File: config.mk
export PLATFORM = sky130hd
export DESIGN_NAME = pit_top
export DESIGN_NICKNAME = d
export VERILOG_FILES = /design/src/pit_pkg.sv /design/src/pit_channel_if.sv /design/src/pit_timer_unit.sv /design/src/pit_bus_ctrl.sv /design/src/pit_top.sv
export VERILOG_INCLUDE_DIRS = /design/src
export SDC_FILE = /design/constraint.sdc
export NUM_CORES = 1
export LEC_CHECK = 0
export BUFFER_PORTS_ARGS = -buffer_cell sky130_fd_sc_hd__buf_2
export CORE_ASPECT_RATIO = 2
export CORE_UTILIZATION = 57
export DETAILED_ROUTE_END_ITERATION = 6
export GPL_ROUTABILITY_DRIVEN = 0
export PLACE_DENSITY = 0.85
export SLEW_MARGIN = 25
export SYNTH_ARGS = -nofsm -noshare
export SYNTH_HDL_FRONTEND = slang
export SYNTH_SLANG_ARGS = --single-unit
export TNS_END_PERCENT = 30
File: constraint.sdc
create_clock -name clk -period 2.9 [get_ports clk]
set_input_delay 0.145 -clock clk [delete_from_list [all_inputs] [get_ports clk]]
set_output_delay 0.145 -clock clk [all_outputs]
set_load 0.1 [all_outputs]
File: src/pit_defs.svh
// ==========================================================
// addresses assume a 2-bit port offset inside the PIT window
// ==========================================================
`ifndef PIT_DEFS_SVH
`define PIT_DEFS_SVH

// number of timer channels behind the bus controller
`define PIT_NUM_CH      2

// port offsets, the read-back command address is not decoded
`define PIT_ADDR_CH0    2'd0
`define PIT_ADDR_CH1    2'd1
`define PIT_ADDR_CTRL   2'd3

// control word fields
`define PIT_CW_SEL_MSB  7
`define PIT_CW_SEL_LSB  6
`define PIT_CW_RW_MSB   5
`define PIT_CW_RW_LSB   4
`define PIT_CW_MODE_MSB 3
`define PIT_CW_MODE_LSB 1

`endif

File: src/pit_pkg.sv
// ==========================================================
// binary counting only, there is no BCD count type
// ==========================================================
`default_nettype none

package pit_pkg;

    // one byte on the CPU data bus
    typedef logic [7:0] pit_byte_t;

    // counter, reload and latched count value
    typedef logic [15:0] pit_count_t;

    // access mode from the control word
    // 00 latch command, 01 low byte only, 10 high byte only,
    // 11 low byte then high byte
    typedef logic [1:0] pit_rw_t;

    // counting mode field, only the low two bits select behaviour here
    typedef logic [2:0] pit_mode_t;

    // which byte of a 16-bit value the next access goes to
    // shared by the reload write sequence and the count read sequence
    typedef enum logic {
        byte_low  = 1'b0,
        byte_high = 1'b1
    } pit_byte_sel_e;

endpackage

`default_nettype wire

File: src/pit_channel_if.sv
// ==========================================================
// strobes are single clk pulses with no handshake
// ==========================================================
`timescale 1ns/1ps
`default_nettype none

interface pit_channel_if
    import pit_pkg::*;
();

    pit_byte_t reload_in;
    logic      load;
    pit_rw_t   rw_in;
    pit_mode_t mode_in;
    logic      configure;
    logic      latch_count;
    logic      read_count;
    pit_byte_t count_out;

    // bus controller side
    modport ctrl (
        output reload_in, load, rw_in, mode_in, configure, latch_count, read_count,
        input  count_out
    );

    // timer channel side
    modport timer (
        input  reload_in, load, rw_in, mode_in, configure, latch_count, read_count,
        output count_out
    );

endinterface

`default_nettype wire

File: src/pit_timer_unit.sv
// ==========================================================
// only rate generator (x10) and square wave (x11) count, other
// modes hold the count; pit_clk must be much slower than clk
// ==========================================================
`timescale 1ns/1ps
`default_nettype none

module pit_timer_unit
    import pit_pkg::*;
(
    input  logic         clk,
    input  logic         reset,
    input  logic         pit_clk,
    input  logic         gate,
    output logic         out,
    pit_channel_if.timer bus
);

    logic          last_pit_clk;
    logic          last_gate;
    logic          pit_tick;
    logic          trigger;

    pit_mode_t     mode;
    pit_rw_t       rw;
    pit_count_t    reload;
    pit_byte_t     reload_low;
    pit_byte_sel_e load_ptr;

    pit_count_t    count;
    pit_count_t    count_next;
    pit_count_t    sq_reload;
    logic          out_next;

    pit_count_t    latched_count;
    logic          latched;
    logic          take_latch;
    pit_byte_sel_e read_ptr;
    pit_count_t    read_src;

    // one flop per input, the edge shows up one clk after the level changes
    always_ff @(posedge clk or posedge reset) begin
        if (reset) begin
            last_pit_clk <= 1'b0;
            last_gate    <= 1'b0;
        end else begin
            last_pit_clk <= pit_clk;
            last_gate    <= gate;
        end
    end

    assign pit_tick = pit_clk & ~last_pit_clk;
    assign trigger  = gate & ~last_gate;

    always_ff @(posedge clk or posedge reset) begin
        if (reset) begin
            mode <= '0;
            rw   <= '0;
        end else if (bus.configure) begin
            mode <= bus.mode_in;
            rw   <= bus.rw_in;
        end
    end

    // a new control word discards any half written reload value
    always_ff @(posedge clk or posedge reset) begin
        if (reset) begin
            reload   <= '0;
            load_ptr <= byte_low;
        end else if (bus.configure) begin
            reload   <= '0;
            load_ptr <= byte_low;
        end else if (bus.load) begin
            case (rw)
                2'b01: reload[7:0]  <= bus.reload_in;
                2'b10: reload[15:8] <= bus.reload_in;
                2'b11: begin
                    if (load_ptr == byte_high) begin
                        reload   <= {bus.reload_in, reload_low};
                        load_ptr <= byte_low;
                    end else begin
                        load_ptr <= byte_high;
                    end
                end
                default: ;
            endcase
        end
    end

    always_ff @(posedge clk) begin
        if (bus.load && rw == 2'b11 && load_ptr == byte_low)
            reload_low <= bus.reload_in;
    end

    // square wave counts by two, so an odd reload is rounded down
    assign sq_reload = {reload[15:1], 1'b0};

    always_comb begin
        count_next = count;
        out_next   = out;
        case (mode[1:0])
            2'b10: begin
                if (trigger)
                    count_next = reload - 16'd1;
                else if (pit_tick && gate)
                    count_next = (count == 16'd0) ? reload - 16'd1 : count - 16'd1;
                // out follows the count so the low pulse lines up with count 1
                out_next = (count_next != 16'd1);
            end
            2'b11: begin
                if (trigger) begin
                    count_next = sq_reload;
                    out_next   = 1'b1;
                end else if (pit_tick && gate) begin
                    if (count <= 16'd2) begin
                        count_next = sq_reload;
                        out_next   = ~out;
                    end else begin
                        count_next = count - 16'd2;
                    end
                end
            end
            default: ;
        endcase
        if (!gate)
            out_next = 1'b1;
    end

    always_ff @(posedge clk or posedge reset) begin
        if (reset) begin
            count <= '0;
            out   <= 1'b1;
        end else begin
            count <= count_next;
            out   <= out_next;
        end
    end

    // a second latch command is ignored until the first value has been read
    assign take_latch = bus.latch_count && !latched;

    always_ff @(posedge clk) begin
        if (take_latch)
            latched_count <= count;
    end

    always_ff @(posedge clk or posedge reset) begin
        if (reset) begin
            latched  <= 1'b0;
            read_ptr <= byte_low;
        end else if (bus.configure) begin
            latched  <= 1'b0;
            read_ptr <= (bus.rw_in == 2'b10) ? byte_high : byte_low;
        end else if (take_latch) begin
            latched  <= 1'b1;
            read_ptr <= (rw == 2'b10) ? byte_high : byte_low;
        end else if (bus.read_count) begin
            if (rw == 2'b11 && read_ptr == byte_low) begin
                read_ptr <= byte_high;
            end else begin
                // last byte of the access has gone out
                latched  <= 1'b0;
                read_ptr <= (rw == 2'b10) ? byte_high : byte_low;
            end
        end
    end

    assign read_src      = latched ? latched_count : count;
    assign bus.count_out = (read_ptr == byte_high) ? read_src[15:8] : read_src[7:0];

    // the bus controller sends one command per channel per cycle
    a_load_cfg_excl: assert property (
        @(posedge clk) disable iff (reset) !(bus.load && bus.configure)
    ) else $error("load and configure asserted together");

    a_gate_low_out: assert property (
        @(posedge clk) disable iff (reset) !gate |=> out
    ) else $error("out not high after gate low");

endmodule

`default_nettype wire

File: src/pit_bus_ctrl.sv
// ==========================================================
// no read-back command, control words for channel 2 are dropped
// ==========================================================
`timescale 1ns/1ps
`default_nettype none
`include "pit_defs.svh"

module pit_bus_ctrl
    import pit_pkg::*;
(
    input  logic         clk,
    input  logic         reset,
    input  logic         cs,
    input  logic         wr_en,
    input  logic         rd_en,
    input  logic [1:0]   addr,
    input  pit_byte_t    wdata,
    output pit_byte_t    rdata,
    input  logic         out0,
    output logic         irq,
    pit_channel_if.ctrl  ch0,
    pit_channel_if.ctrl  ch1
);

    logic      wr;
    logic      rd;
    logic [1:0] cw_sel;
    pit_rw_t   cw_rw;
    pit_mode_t cw_mode;
    logic      cw_wr;
    logic      last_out0;
    logic      ch0_busy;
    logic      ch1_busy;

    assign wr      = cs & wr_en;
    assign rd      = cs & rd_en;
    assign cw_sel  = wdata[`PIT_CW_SEL_MSB:`PIT_CW_SEL_LSB];
    assign cw_rw   = wdata[`PIT_CW_RW_MSB:`PIT_CW_RW_LSB];
    assign cw_mode = wdata[`PIT_CW_MODE_MSB:`PIT_CW_MODE_LSB];

    // control word for a channel that exists
    assign cw_wr = wr && (addr == `PIT_ADDR_CTRL) && (cw_sel < `PIT_NUM_CH);

    always_comb begin
        ch0.reload_in   = wdata;
        ch0.rw_in       = cw_rw;
        ch0.mode_in     = cw_mode;
        ch0.load        = wr && (addr == `PIT_ADDR_CH0);
        ch0.configure   = cw_wr && (cw_sel == 2'd0) && (cw_rw != 2'b00);
        ch0.latch_count = cw_wr && (cw_sel == 2'd0) && (cw_rw == 2'b00);
        ch0.read_count  = rd && (addr == `PIT_ADDR_CH0);

        ch1.reload_in   = wdata;
        ch1.rw_in       = cw_rw;
        ch1.mode_in     = cw_mode;
        ch1.load        = wr && (addr == `PIT_ADDR_CH1);
        ch1.configure   = cw_wr && (cw_sel == 2'd1) && (cw_rw != 2'b00);
        ch1.latch_count = cw_wr && (cw_sel == 2'd1) && (cw_rw == 2'b00);
        ch1.read_count  = rd && (addr == `PIT_ADDR_CH1);
    end

    // the byte is taken at the same edge that advances the channel read pointer
    always_ff @(posedge clk or posedge reset) begin
        if (reset)
            rdata <= '0;
        else if (rd && addr == `PIT_ADDR_CH0)
            rdata <= ch0.count_out;
        else if (rd && addr == `PIT_ADDR_CH1)
            rdata <= ch1.count_out;
    end

    // out0 resets high, so no edge is seen coming out of reset
    always_ff @(posedge clk or posedge reset) begin
        if (reset) begin
            last_out0 <= 1'b1;
            irq       <= 1'b0;
        end else begin
            last_out0 <= out0;
            irq       <= out0 & ~last_out0;
        end
    end

    assign ch0_busy = ch0.load | ch0.configure | ch0.latch_count | ch0.read_count;
    assign ch1_busy = ch1.load | ch1.configure | ch1.latch_count | ch1.read_count;

    a_one_channel: assert property (
        @(posedge clk) disable iff (reset) $onehot0({ch0_busy, ch1_busy})
    ) else $error("strobes sent to both channels in one cycle");

endmodule

`default_nettype wire

File: src/pit_top.sv
// ==========================================================
// two channels, irq is taken from channel 0 only
// ==========================================================
`timescale 1ns/1ps
`default_nettype none

module pit_top
    import pit_pkg::*;
(
    input  logic       clk,
    input  logic       reset,
    input  logic       pit_clk,
    input  logic       cs,
    input  logic       wr_en,
    input  logic       rd_en,
    input  logic [1:0] addr,
    input  pit_byte_t  wdata,
    input  logic       gate0,
    input  logic       gate1,
    output pit_byte_t  rdata,
    output logic       out0,
    output logic       out1,
    output logic       irq
);

    pit_channel_if ch0_if ();
    pit_channel_if ch1_if ();

    pit_bus_ctrl u_bus_ctrl (
        .clk   (clk),
        .reset (reset),
        .cs    (cs),
        .wr_en (wr_en),
        .rd_en (rd_en),
        .addr  (addr),
        .wdata (wdata),
        .rdata (rdata),
        .out0  (out0),
        .irq   (irq),
        .ch0   (ch0_if),
        .ch1   (ch1_if)
    );

    pit_timer_unit u_timer0 (
        .clk     (clk),
        .reset   (reset),
        .pit_clk (pit_clk),
        .gate    (gate0),
        .out     (out0),
        .bus     (ch0_if)
    );

    pit_timer_unit u_timer1 (
        .clk     (clk),
        .reset   (reset),
        .pit_clk (pit_clk),
        .gate    (gate1),
        .out     (out1),
        .bus     (ch1_if)
    );

endmodule

`default_nettype wire

# Yosys cells after proc, flatten, opt, wreduce, memory -nomap -nowiden

Cells that the tools add are included.

Add/subtract/negate cells: 6
Bitwise gates (word level): 16
Reductions and logical operators: 55
$lt $le $gt $ge: 3
Equal/unequal tests: 28
Mux-type cells: 69

Operators by type and width:

| operator              | number |
|---|---|
| $mux 16               | 22 |
| $pmux 16 s2           | 2 |
| $pmux 8 s2            | 4 |
| $sub 16x1->16 const B | 4 |
| $mux 1                | 35 |
| $le 16x2->1 const B   | 2 |
| $logic_not 16->1      | 2 |
| $mux 8                | 4 |
| $ne 16x1->1 const B   | 2 |
| $sub 16x2->16 const B | 2 |
| $logic_and 1x1->1     | 22 |
| $eq 2x2->1 const B    | 10 |
| $reduce_and 3->1      | 6 |
| $reduce_bool 3->1     | 6 |
| $ne 4x2->1 const B    | 4 |
| $reduce_bool 2->1     | 8 |
| $ne 3x1->1 const B    | 4 |
| $ne 3x2->1 const B    | 4 |
| $reduce_and 2->1      | 6 |
| $not 1->1             | 10 |
| $eq 2x1->1 const B    | 4 |
| $and 1x1->1           | 6 |
| $logic_not 2->1       | 3 |
| $pmux 1 s2            | 2 |
| other kinds (2)       | 3 |

Bits of input ports: 18
Register bits after elaboration: 141
Output and inout port bits: 11
Word-level logic and storage cells: 205

# Depth between registers and ports, before layout

Gate-level depths: netlist (run 1).

Word-level depth: 9
Mapped depth: 11

# Modules after synthesis

Synthesis (run 1) repeated with hierarchy kept, for this count alone.

Cell total of the unflattened synthesis: 1,011
Area, all modules: 9,526.6 µm²

By module, submodules not included:

| module                    | area an instance (µm²) | cells each | seq. area each (µm²) | times used |
|---|---|---|---|---|
| pit_timer_unit (u_timer1) | 4,418.0                | 481        | 1,773.0              | 1 |
| pit_timer_unit (u_timer0) | 4,316.6                | 461        | 1,773.0              | 1 |
| pit_bus_ctrl              | 792.0                  | 69         | 251.5                | 1 |

# Worst setup path after synthesis (run 1)

No wires, ideal clock.

Path type: reg-to-reg
From: register u_timer0.latched
To: register u_timer0.latched_count[0] (enable)
Cell stages (with the launch flop): 3
Clock period less this slack: 2.823 ns
Slack: 0.077 ns
Arrival time: 2.389 ns
Data required time: 2.465 ns
Cells stage by stage: dfrtp_1 -> buf_1 -> nor4_1

Longest elaborated chain between the ends: 2

RTL lines:

| what                          | RTL line              | source |
|---|---|---|
| start, declared               | pit_timer_unit.sv:36  | `logic latched;` |
| start signal, assigned        | pit_timer_unit.sv:149 | `latched <= 1'b0;` |
| start signal, assigned        | pit_timer_unit.sv:152 | `latched <= 1'b0;` |
| start signal, assigned        | pit_timer_unit.sv:155 | `latched <= 1'b1;` |
| $logic_not 1->1               | pit_timer_unit.sv:140 | `assign take_latch = bus.latch_count && !latched;` |
| $logic_and 1x1->1             | pit_timer_unit.sv:140 |  |
| named net u_timer0.take_latch | pit_timer_unit.sv:37  | `logic take_latch;` |
| end signal, assigned          | pit_timer_unit.sv:144 | `latched_count <= count;` |
| end, declared                 | pit_timer_unit.sv:35  | `pit_count_t latched_count;` |

The timed path passes the listed nets, and every way through them passes these cells.
A chain may end at the register's enable or synchronous reset.

# Final worst setup path (run 1)

From: register u_timer1.count[3]
To: register u_timer1.out

Longest elaborated chain between the ends: 8
Elaborated cells on any way between the ends: 12
Classes of those cells: add/sub (1); order compare (1); eq/ne (2); mux (6); reduce/logical (2)

RTL lines:

| what                                                     | RTL line              | source |
|---|---|---|
| start, declared                                          | pit_timer_unit.sv:30  | `pit_count_t count;` |
| start signal, assigned                                   | pit_timer_unit.sv:134 | `count <= count_next;` |
| $sub 16x1->16 / $logic_not 16->1 (equally long branches) | pit_timer_unit.sv:106 | `count_next = (count == 16'd0) ? reload - 16'd1 : count - 16'd1;` |
| $mux 16                                                  | pit_timer_unit.sv:106 |  |
| $mux 16                                                  | pit_timer_unit.sv:105 | `else if (pit_tick && gate)` |
| $mux 16                                                  | pit_timer_unit.sv:103 | `if (trigger)` |
| $mux 16                                                  | pit_timer_unit.sv:101 | `case (mode[1:0])` |
| $ne 16x1->1                                              | pit_timer_unit.sv:108 | `out_next = (count_next != 16'd1);` |
| $pmux 1 s2                                               | pit_timer_unit.sv:101 |  |
| $mux 1                                                   | pit_timer_unit.sv:125 | `if (!gate)` |
| end signal, assigned                                     | pit_timer_unit.sv:135 | `out <= out_next;` |
| end, declared                                            | pit_timer_unit.sv:15  | `output logic out,` |

Several ways; a longest one is shown, not always the timed one. The select of a mux whose other input is x is not followed.

==> run metrics, run 1 <==
final worst-path cycle share=96.90%; Clock Path Buffers=2; Finished Cell Area=0.009987 mm^2; post-synthesis cell area=0.008786 mm^2; Detail Route Antenna Nets=0; Iter 0 DRT Violations=681; ranking of synthesized cells by area=dfrtp_1 (26%), edfxtp_1 (16%), nand2_1 (5.8%); Distinct cells, synth=82; Crit-path slowest cell=or4_1; worst min path class=input port to flop; RSZ-0062 raised after global routing=false; share of the synthesized area in the top cell type=25.63%; CTS Sinks=141; Post-Synthesis Cells=927; Initial Utilization=58.66%; CP Class=flop to flop; Slew HR=51.30%; Slew Limit Fails=0; Slew @ Worst Pin=0.7305 ns; number of global-route vias before repair=8060; DRT Pass-1 Iters=5; nets@finish=1006; Yosys reg bits=141; Syn Nets=955; number of buffers created by CTS=17; Worst path top cell family by delay=simple AND/OR/NAND/NOR gates; Worst EP required=3.24 ns; routed vias/inst=6.863; Combinational Power Share=43.0%; Yosys warning count=0; Hold WS=0.02143 ns; TritonCTS clock tree=built; HPWL Detailed=20.35 mm; pin count of the biggest net entering global routing=78; Net Sw Frac=44.11%; syn avg cell area=9.478 um^2; setup TNS=0 ns; Clk pwr share=21.3%; routed via count=8140; sum of buffers and inverters on the critical path=0; I/O Pins=29; Leakage=4.007 nW; Post-synth ARST share=65.96%; Layout Skew=0.007904 ns; global-route wire length before repair=44.82 mm; Net Sw Power=0.004257 W; gr usage total=37.85%; VDD IR max=0.8421 mV; final hold vios=0; register area share after synthesis=42.94%; Die Area=0.01594 mm^2; fillers=1162; area post-placement=0.009390 mm^2; share of cells above drive strength 1=15.94%; # Post-CTS Setup Buffers=0; Cell Pwr Density=966.2 mW/mm^2; crit path DAT=3.15 ns; Area Overhead vs Synth=13.67%; sequential share of power=35.7%; diodes inserted=0; status=finished clean; crit-path cells=or4_1 > or3_4 > o21ai_4 > a22oi_1 > nor4_2 > and4b_1 > a31oi_1; Final Setup Violations=0; worst skew pair latency=0.43 ns; Die Span X=89.79 um; largest area contributor in the netlist=dfrtp_1; H-tree depth=4; core area=0.01498 mm^2; CP max stage delay=0.68 ns; startpoint type of the worst setup path=flop; max cap viols=0; CP max FO=10; minimum clock period=2.810 ns; Post-synth EDFFs=48; Worst-path clk slew=0.06 ns; antenna violations before repair=0; CTS root buffer=clkbuf_16; internal power=0.005393 W; fmax=355.9 MHz; GRT overflow=0; Worst setup EP type=flop; IO Port Bufs=28; routed wire length=28.67 mm; die span in y=177.6 um; Main synth FF type=dfrtp_1; DR DRC count=0; row count=63; Routed WL per cell=24.18 um
-- metal layers --
| layer | vias to the layer above | track usage (%) | share of wire [%] |
|---|---|---|---|
| met2 | 560 | 65.00 | 51 |
| met3 | 196 | 10.37 | 8.4 |
| met4 | 0 | 32.45 | 9.5 |
| met1 | 3867 | 37.61 | 32 |
| met5 | - | 0 | 0 |
| li1 | 3517 | - | - |
-- repair_timing --
action / 4_1_cts / 5_1_grt
hold buffers: 4 / 0
setup endpoints to repair: 0 / 2
endpoints found under the hold margin: 19 / 0
gates resized for setup: 0 / 3
-- kinds of logic after synthesis --
group | after synthesis | synth area share, %
flops | 141 | 42.94
compound gates | 227 | 16.98
xor+xnor | 68 | 6.779
buf+inv | 80 | 3.745
fa+ha+maj | 10 | 1.424
simple gates | 351 | 20.08
mux | 50 | 8.060
-- synth_stat cells (21+ instances only) --
cell type  number
a21oi_1        48
clkbuf_1       42
dfrtp_1        90
edfxtp_1       48
mux2i_1        31
nand2_1       135
nand3_1        21
nor2_1         77
o21ai_0        51
o31ai_1        23
xnor2_1        32
xor2_1         36
-- metrics by stage --
stage / total power [W] / utilization [%] / cells / setup slack [ns]
2_1_floorplan: 0.005969 / - / 927 / 0.07655
3_3_place_gp: 0.007234 / 62.70 / 1150 / 0.1707
3_5_place_dp: 0.007346 / 62.70 / 1150 / 0.1645
4_1_cts: 0.009422 / 66.59 / 1186 / 0.1336
5_1_grt: 0.01005 / 66.68 / 1186 / 0.03425
6_report: 0.009650 / 66.68 / 1186 / 0.08983
-- flip-flops by register name, summed over array words and instances, names as in the netlist, 8 cells and up --
signal / count
u_timer0.latched_count: 16
u_timer0.reload_low: 8
u_timer1.reload_low: 8
u_timer0.reload: 16
u_timer1.reload: 16
u_timer1.count: 16
u_bus_ctrl.rdata: 8
u_timer1.latched_count: 16
u_timer0.count: 16
-- cell type report --
type                            count  area, um^2  share of cell area [%]
Timing Repair Buffer               91       635.6                   6.364
Inverter                           21       81.33                  0.8143
Tap cell                          195       244.0                   2.443
Clock inverter                      9       95.09                  0.9521
Multi-Input combinational cell    706        4711                   47.17
Clock buffer                       23       447.9                   4.485
Sequential cell                   141        3772                   37.77
-- final timing paths --
path,cells past startpoint,from,slack [ns],endpoint
max reg2reg,7,u_timer1.count[3],0.09,u_timer1.out
min,1,wdata[0],0.02,u_timer0.reload_low[0]
max in group asynchronous,4,reset,1.96,u_bus_ctrl.last_out0
min in group asynchronous,3,reset,0.21,u_bus_ctrl.rdata[6]
min reg2reg,0,u_timer0.out,0.41,u_bus_ctrl.last_out0
max,7,u_timer1.count[3],0.09,u_timer1.out
-- cell usage in the layout, fill, tap and decap left out, drive strengths merged, types with 5 or more instances in the layout --
cell type | netlist | layout
nand2 | 135 | 135
dfrtp | 90 | 90
buf | 16 | 87
nor2 | 77 | 77
o21ai | 58 | 58
a21oi | 48 | 48
edfxtp | 48 | 48
xor2 | 36 | 36
xnor2 | 32 | 32
mux2i | 31 | 31
o31ai | 23 | 23
clkbuf | 43 | 23
nor4 | 23 | 23
nand3 | 22 | 22
nor3 | 20 | 20
inv | 20 | 20
o21a | 16 | 16
mux4 | 16 | 16
o211ai | 13 | 13
a211oi | 12 | 12
nand4 | 10 | 10
ha | 10 | 10
or3 | 10 | 10
a31oi | 9 | 9
a22oi | 9 | 9
or4 | 8 | 8
o221ai | 7 | 7
clkinv | 1 | 7
nor2b | 6 | 6
o22ai | 6 | 6
nand4b | 6 | 6
nand2b | 5 | 5
and2 | 5 | 5
-- power by group through the flow --
stage	clock (W)	sequential, W	combinational, W
after floorplan	0	0.00334	0.00263
after global placement	0	0.00340	0.00384
after detailed placement	0	0.00343	0.00392
after CTS	0.00206	0.00339	0.00397
after global routing	0.00214	0.00350	0.00442
final	0.00205	0.00345	0.00415
Note: power is estimated with default switching activity, not from simulation.
==> run 2, diff against run 1 <==
- PLACE_DENSITY: 0.85 -> 0.75
==> run 2 against run 1 <==
Global-route usage increased by 0.051 points. Register-to-register slack gained 0.05 ns. Cell count increased by 0.51%. Combinational power is 2% higher. Clock power is 13% higher. Routed wire length shrank 0.42%. Clock skew grew 0.0012 ns. Flip-flop and latch count is the same. Sequential share of layout area fell by 0.49 points. Non-clock buffer count grew 6. Clock-buffer cell count shrank 4. First-iteration DRC count is 3.2% lower. Critical path type unchanged. Highest routed layer unchanged.
==> run metrics, run 2 (synthesis gave the netlist of run 1 again) <==
Worst-path clk slew=0.06 ns (about the same); gr usage total=37.90% (+0.051 points); most common cell after layout, fill and taps aside=nand2_1; final worst-path cycle share=95.34% (-1.6 points); Finished Layout Cells=1192 (+0.51%); setup TNS=0 ns (unchanged); routed vias/inst=6.695 (-2.4%); startpoint type of the worst setup path=flop; worst skew pair latency=0.44 ns (about the same); internal power=0.005583 W (+3.5%); DRT Pass-1 Iters=5 (unchanged); fmax=361.7 MHz (+1.6%); GRT overflow=0 (unchanged); Iter 0 DRT Violations=659 (-3.2%); minimum clock period=2.765 ns (-0.04522 ns); crit path DAT=3.05 ns (-0.10 ns); commonest cells after routing, fill and taps aside=nand2_1 (135), dfrtp_1 (90), nor2_1 (77), buf_4 (64), o21ai_0 (51); Cell Pwr Density=983.1 mW/mm^2 (+1.7%); origin of the critical flop-to-flop path=u_timer0.count[2]; power consumption=0.009947 W (+3.1%); reg2reg path depth=9 (+2); fillers=1212 (+4.3%); area of the multi-input gates=0.004718 mm^2 (+0.16%); area post-placement=0.009435 mm^2 (+0.48%); Place WS=0.2064 ns (+0.04186 ns); share of cells above drive strength 1=17.25% (+1.3 points); CTS Sinks=141 (unchanged); final hold vios=0 (unchanged); Hold Path Stages=1 (unchanged); Worst EP required=3.19 ns (-0.05 ns); Detail Route Antenna Nets=0 (unchanged); core area=0.01498 mm^2 (unchanged); HPWL Detailed=20.84 mm (+2.4%); sequential share of power=34.0% (-1.7 points); number of buffers created by CTS=17 (unchanged); Slew @ Worst Pin=0.7505 ns (+0.02006 ns); slack of the worst reg-to-reg path=0.14 ns (+0.05 ns); Net Sw Power=0.004364 W (+2.5%); Combinational Power Share=42.7% (-0.3 points); TritonCTS clock tree=built; worst min path class=input port to flop; CP Class=flop to flop; Die Span X=89.79 um (unchanged); routed via count=7981 (-2.0%); Layout Skew=0.009098 ns (+0.001194 ns); Finished Cell Area=0.01012 mm^2 (+1.3%); Placed Cells=1156 (+0.52%); I/O Pins=29 (unchanged); hold path endpoint=u_timer1.reload_low[3]; Final Setup Violations=0 (unchanged); Initial Utilization=58.66% (unchanged); VDD IR max=0.5937 mV (-29%); routed wire length=28.55 mm (-0.42%); diodes inserted=0 (unchanged); CP max FO=9 (-1); Slew HR=49.97% (-1.3 points); nets@finish=1012 (+0.60%); die span in y=177.6 um (unchanged); IO Port Bufs=28 (unchanged); Worst setup EP type=flop; setup slack after layout=0.1351 ns (+0.04522 ns); H-tree depth=4 (unchanged); Clock Path Buffers=2 (unchanged); Routed WL per cell=23.95 um (-0.92%); Leakage=4.085 nW (+1.9%); Clk pwr share=23.2% (+1.9 points); Die Area=0.01594 mm^2 (unchanged); row count=63 (unchanged); Slew Limit Fails=0 (unchanged); CP Launch Point=u_timer0.count[2]; CTS root buffer=clkbuf_16; antenna violations before repair=0 (unchanged); total area of sequential cells=0.003772 mm^2 (unchanged); pin count of the biggest net entering global routing=57 (-27%); Area Overhead vs Synth=15.17%; # Post-CTS Setup Buffers=0 (unchanged); RSZ-0062 raised after global routing=false; DR DRC count=0 (unchanged); Worst R2R End=u_timer0.count[7]; Net Sw Frac=43.87% (-0.24 points); worst hold start=wdata[3]; number of global-route vias before repair=8082 (+0.27%); status=finished clean; global-route wire length before repair=44.82 mm (unchanged); max cap viols=0 (unchanged)
==> run 2: changes by cell type in the layout (fill, tap and decap cells not counted), sizes merged <==
cell / change
inv: +8
buf: +6
clkbuf: -4
clkinvlp: -1
clkinv: -3
==> run 2: how the worst max path moves through the flow <==
stage / end / cells past startpoint / slack, ns
global route: u_timer1.out / 10 / 0.002
floorplan: u_timer0.latched_count[0] / 2 / 0.08
CTS: u_timer1.out / 9 / 0.18
finish: u_timer0.count[7] / 9 / 0.14
detailed placement: u_timer1.out / 9 / 0.21
global placement: u_timer1.out / 9 / 0.25
==> run 2: metal layers <==
layer | GRT usage (%) | vias up | share of wire, %
met1 | 37.40 | 3819 | 32
met4 | 37.30 | 0 | 11
met2 | 64.71 | 449 | 50
met3 | 8.269 | 185 | 6.9
met5 | 0 | - | 0
li1 | - | 3528 | -
==> run 2: what timing repair did <==
item / 4_1_cts / 5_1_grt
hold buffers: 4 / 0
endpoints found under the setup margin: 0 / 3
endpoints found under the hold margin: 56 / 0
gates resized for setup: 0 / 2
==> run 2: power groups by stage <==
stage                     combinational [W]  sequential, W  clock [W]
after floorplan                     0.00263        0.00334          0
after global placement              0.00402        0.00336          0
after detailed placement            0.00405        0.00338          0
after CTS                           0.00408        0.00335    0.00233
after global routing                0.00455        0.00343    0.00242
final                               0.00425        0.00339    0.00231
==> run 2: final cells by class <==
class	count	area share (%)
sequential	141	37.28
clock inverter	13	1.447
clock buffer	19	4.699
tap	195	2.411
timing repair buffer	97	6.727
multi-input combinational	706	46.63
inverter	21	0.8038
==> run 2: per-stage QoR <==
stage / utilization (%) / hold WS, ns
finish: 67.56 / 0.01521
global route: 67.56 / 0.01984
CTS: 67.42 / 0.003255
detailed placement: 63.00 / 0.3131
global placement: 63.00 / 0.3157
floorplan: - / 0.1764
==> run 2: worst max-delay path, cell delays in order (launching register included) <==
cell,delay (ns)
dfrtp_1,0.55
inv_1,0.15
ha_1,0.24
nor3b_2,0.16
buf_4,0.16
nand3_1,0.10
xor2_1,0.35
o32ai_1,0.15
o21ai_0,0.60
o21ai_0,0.15
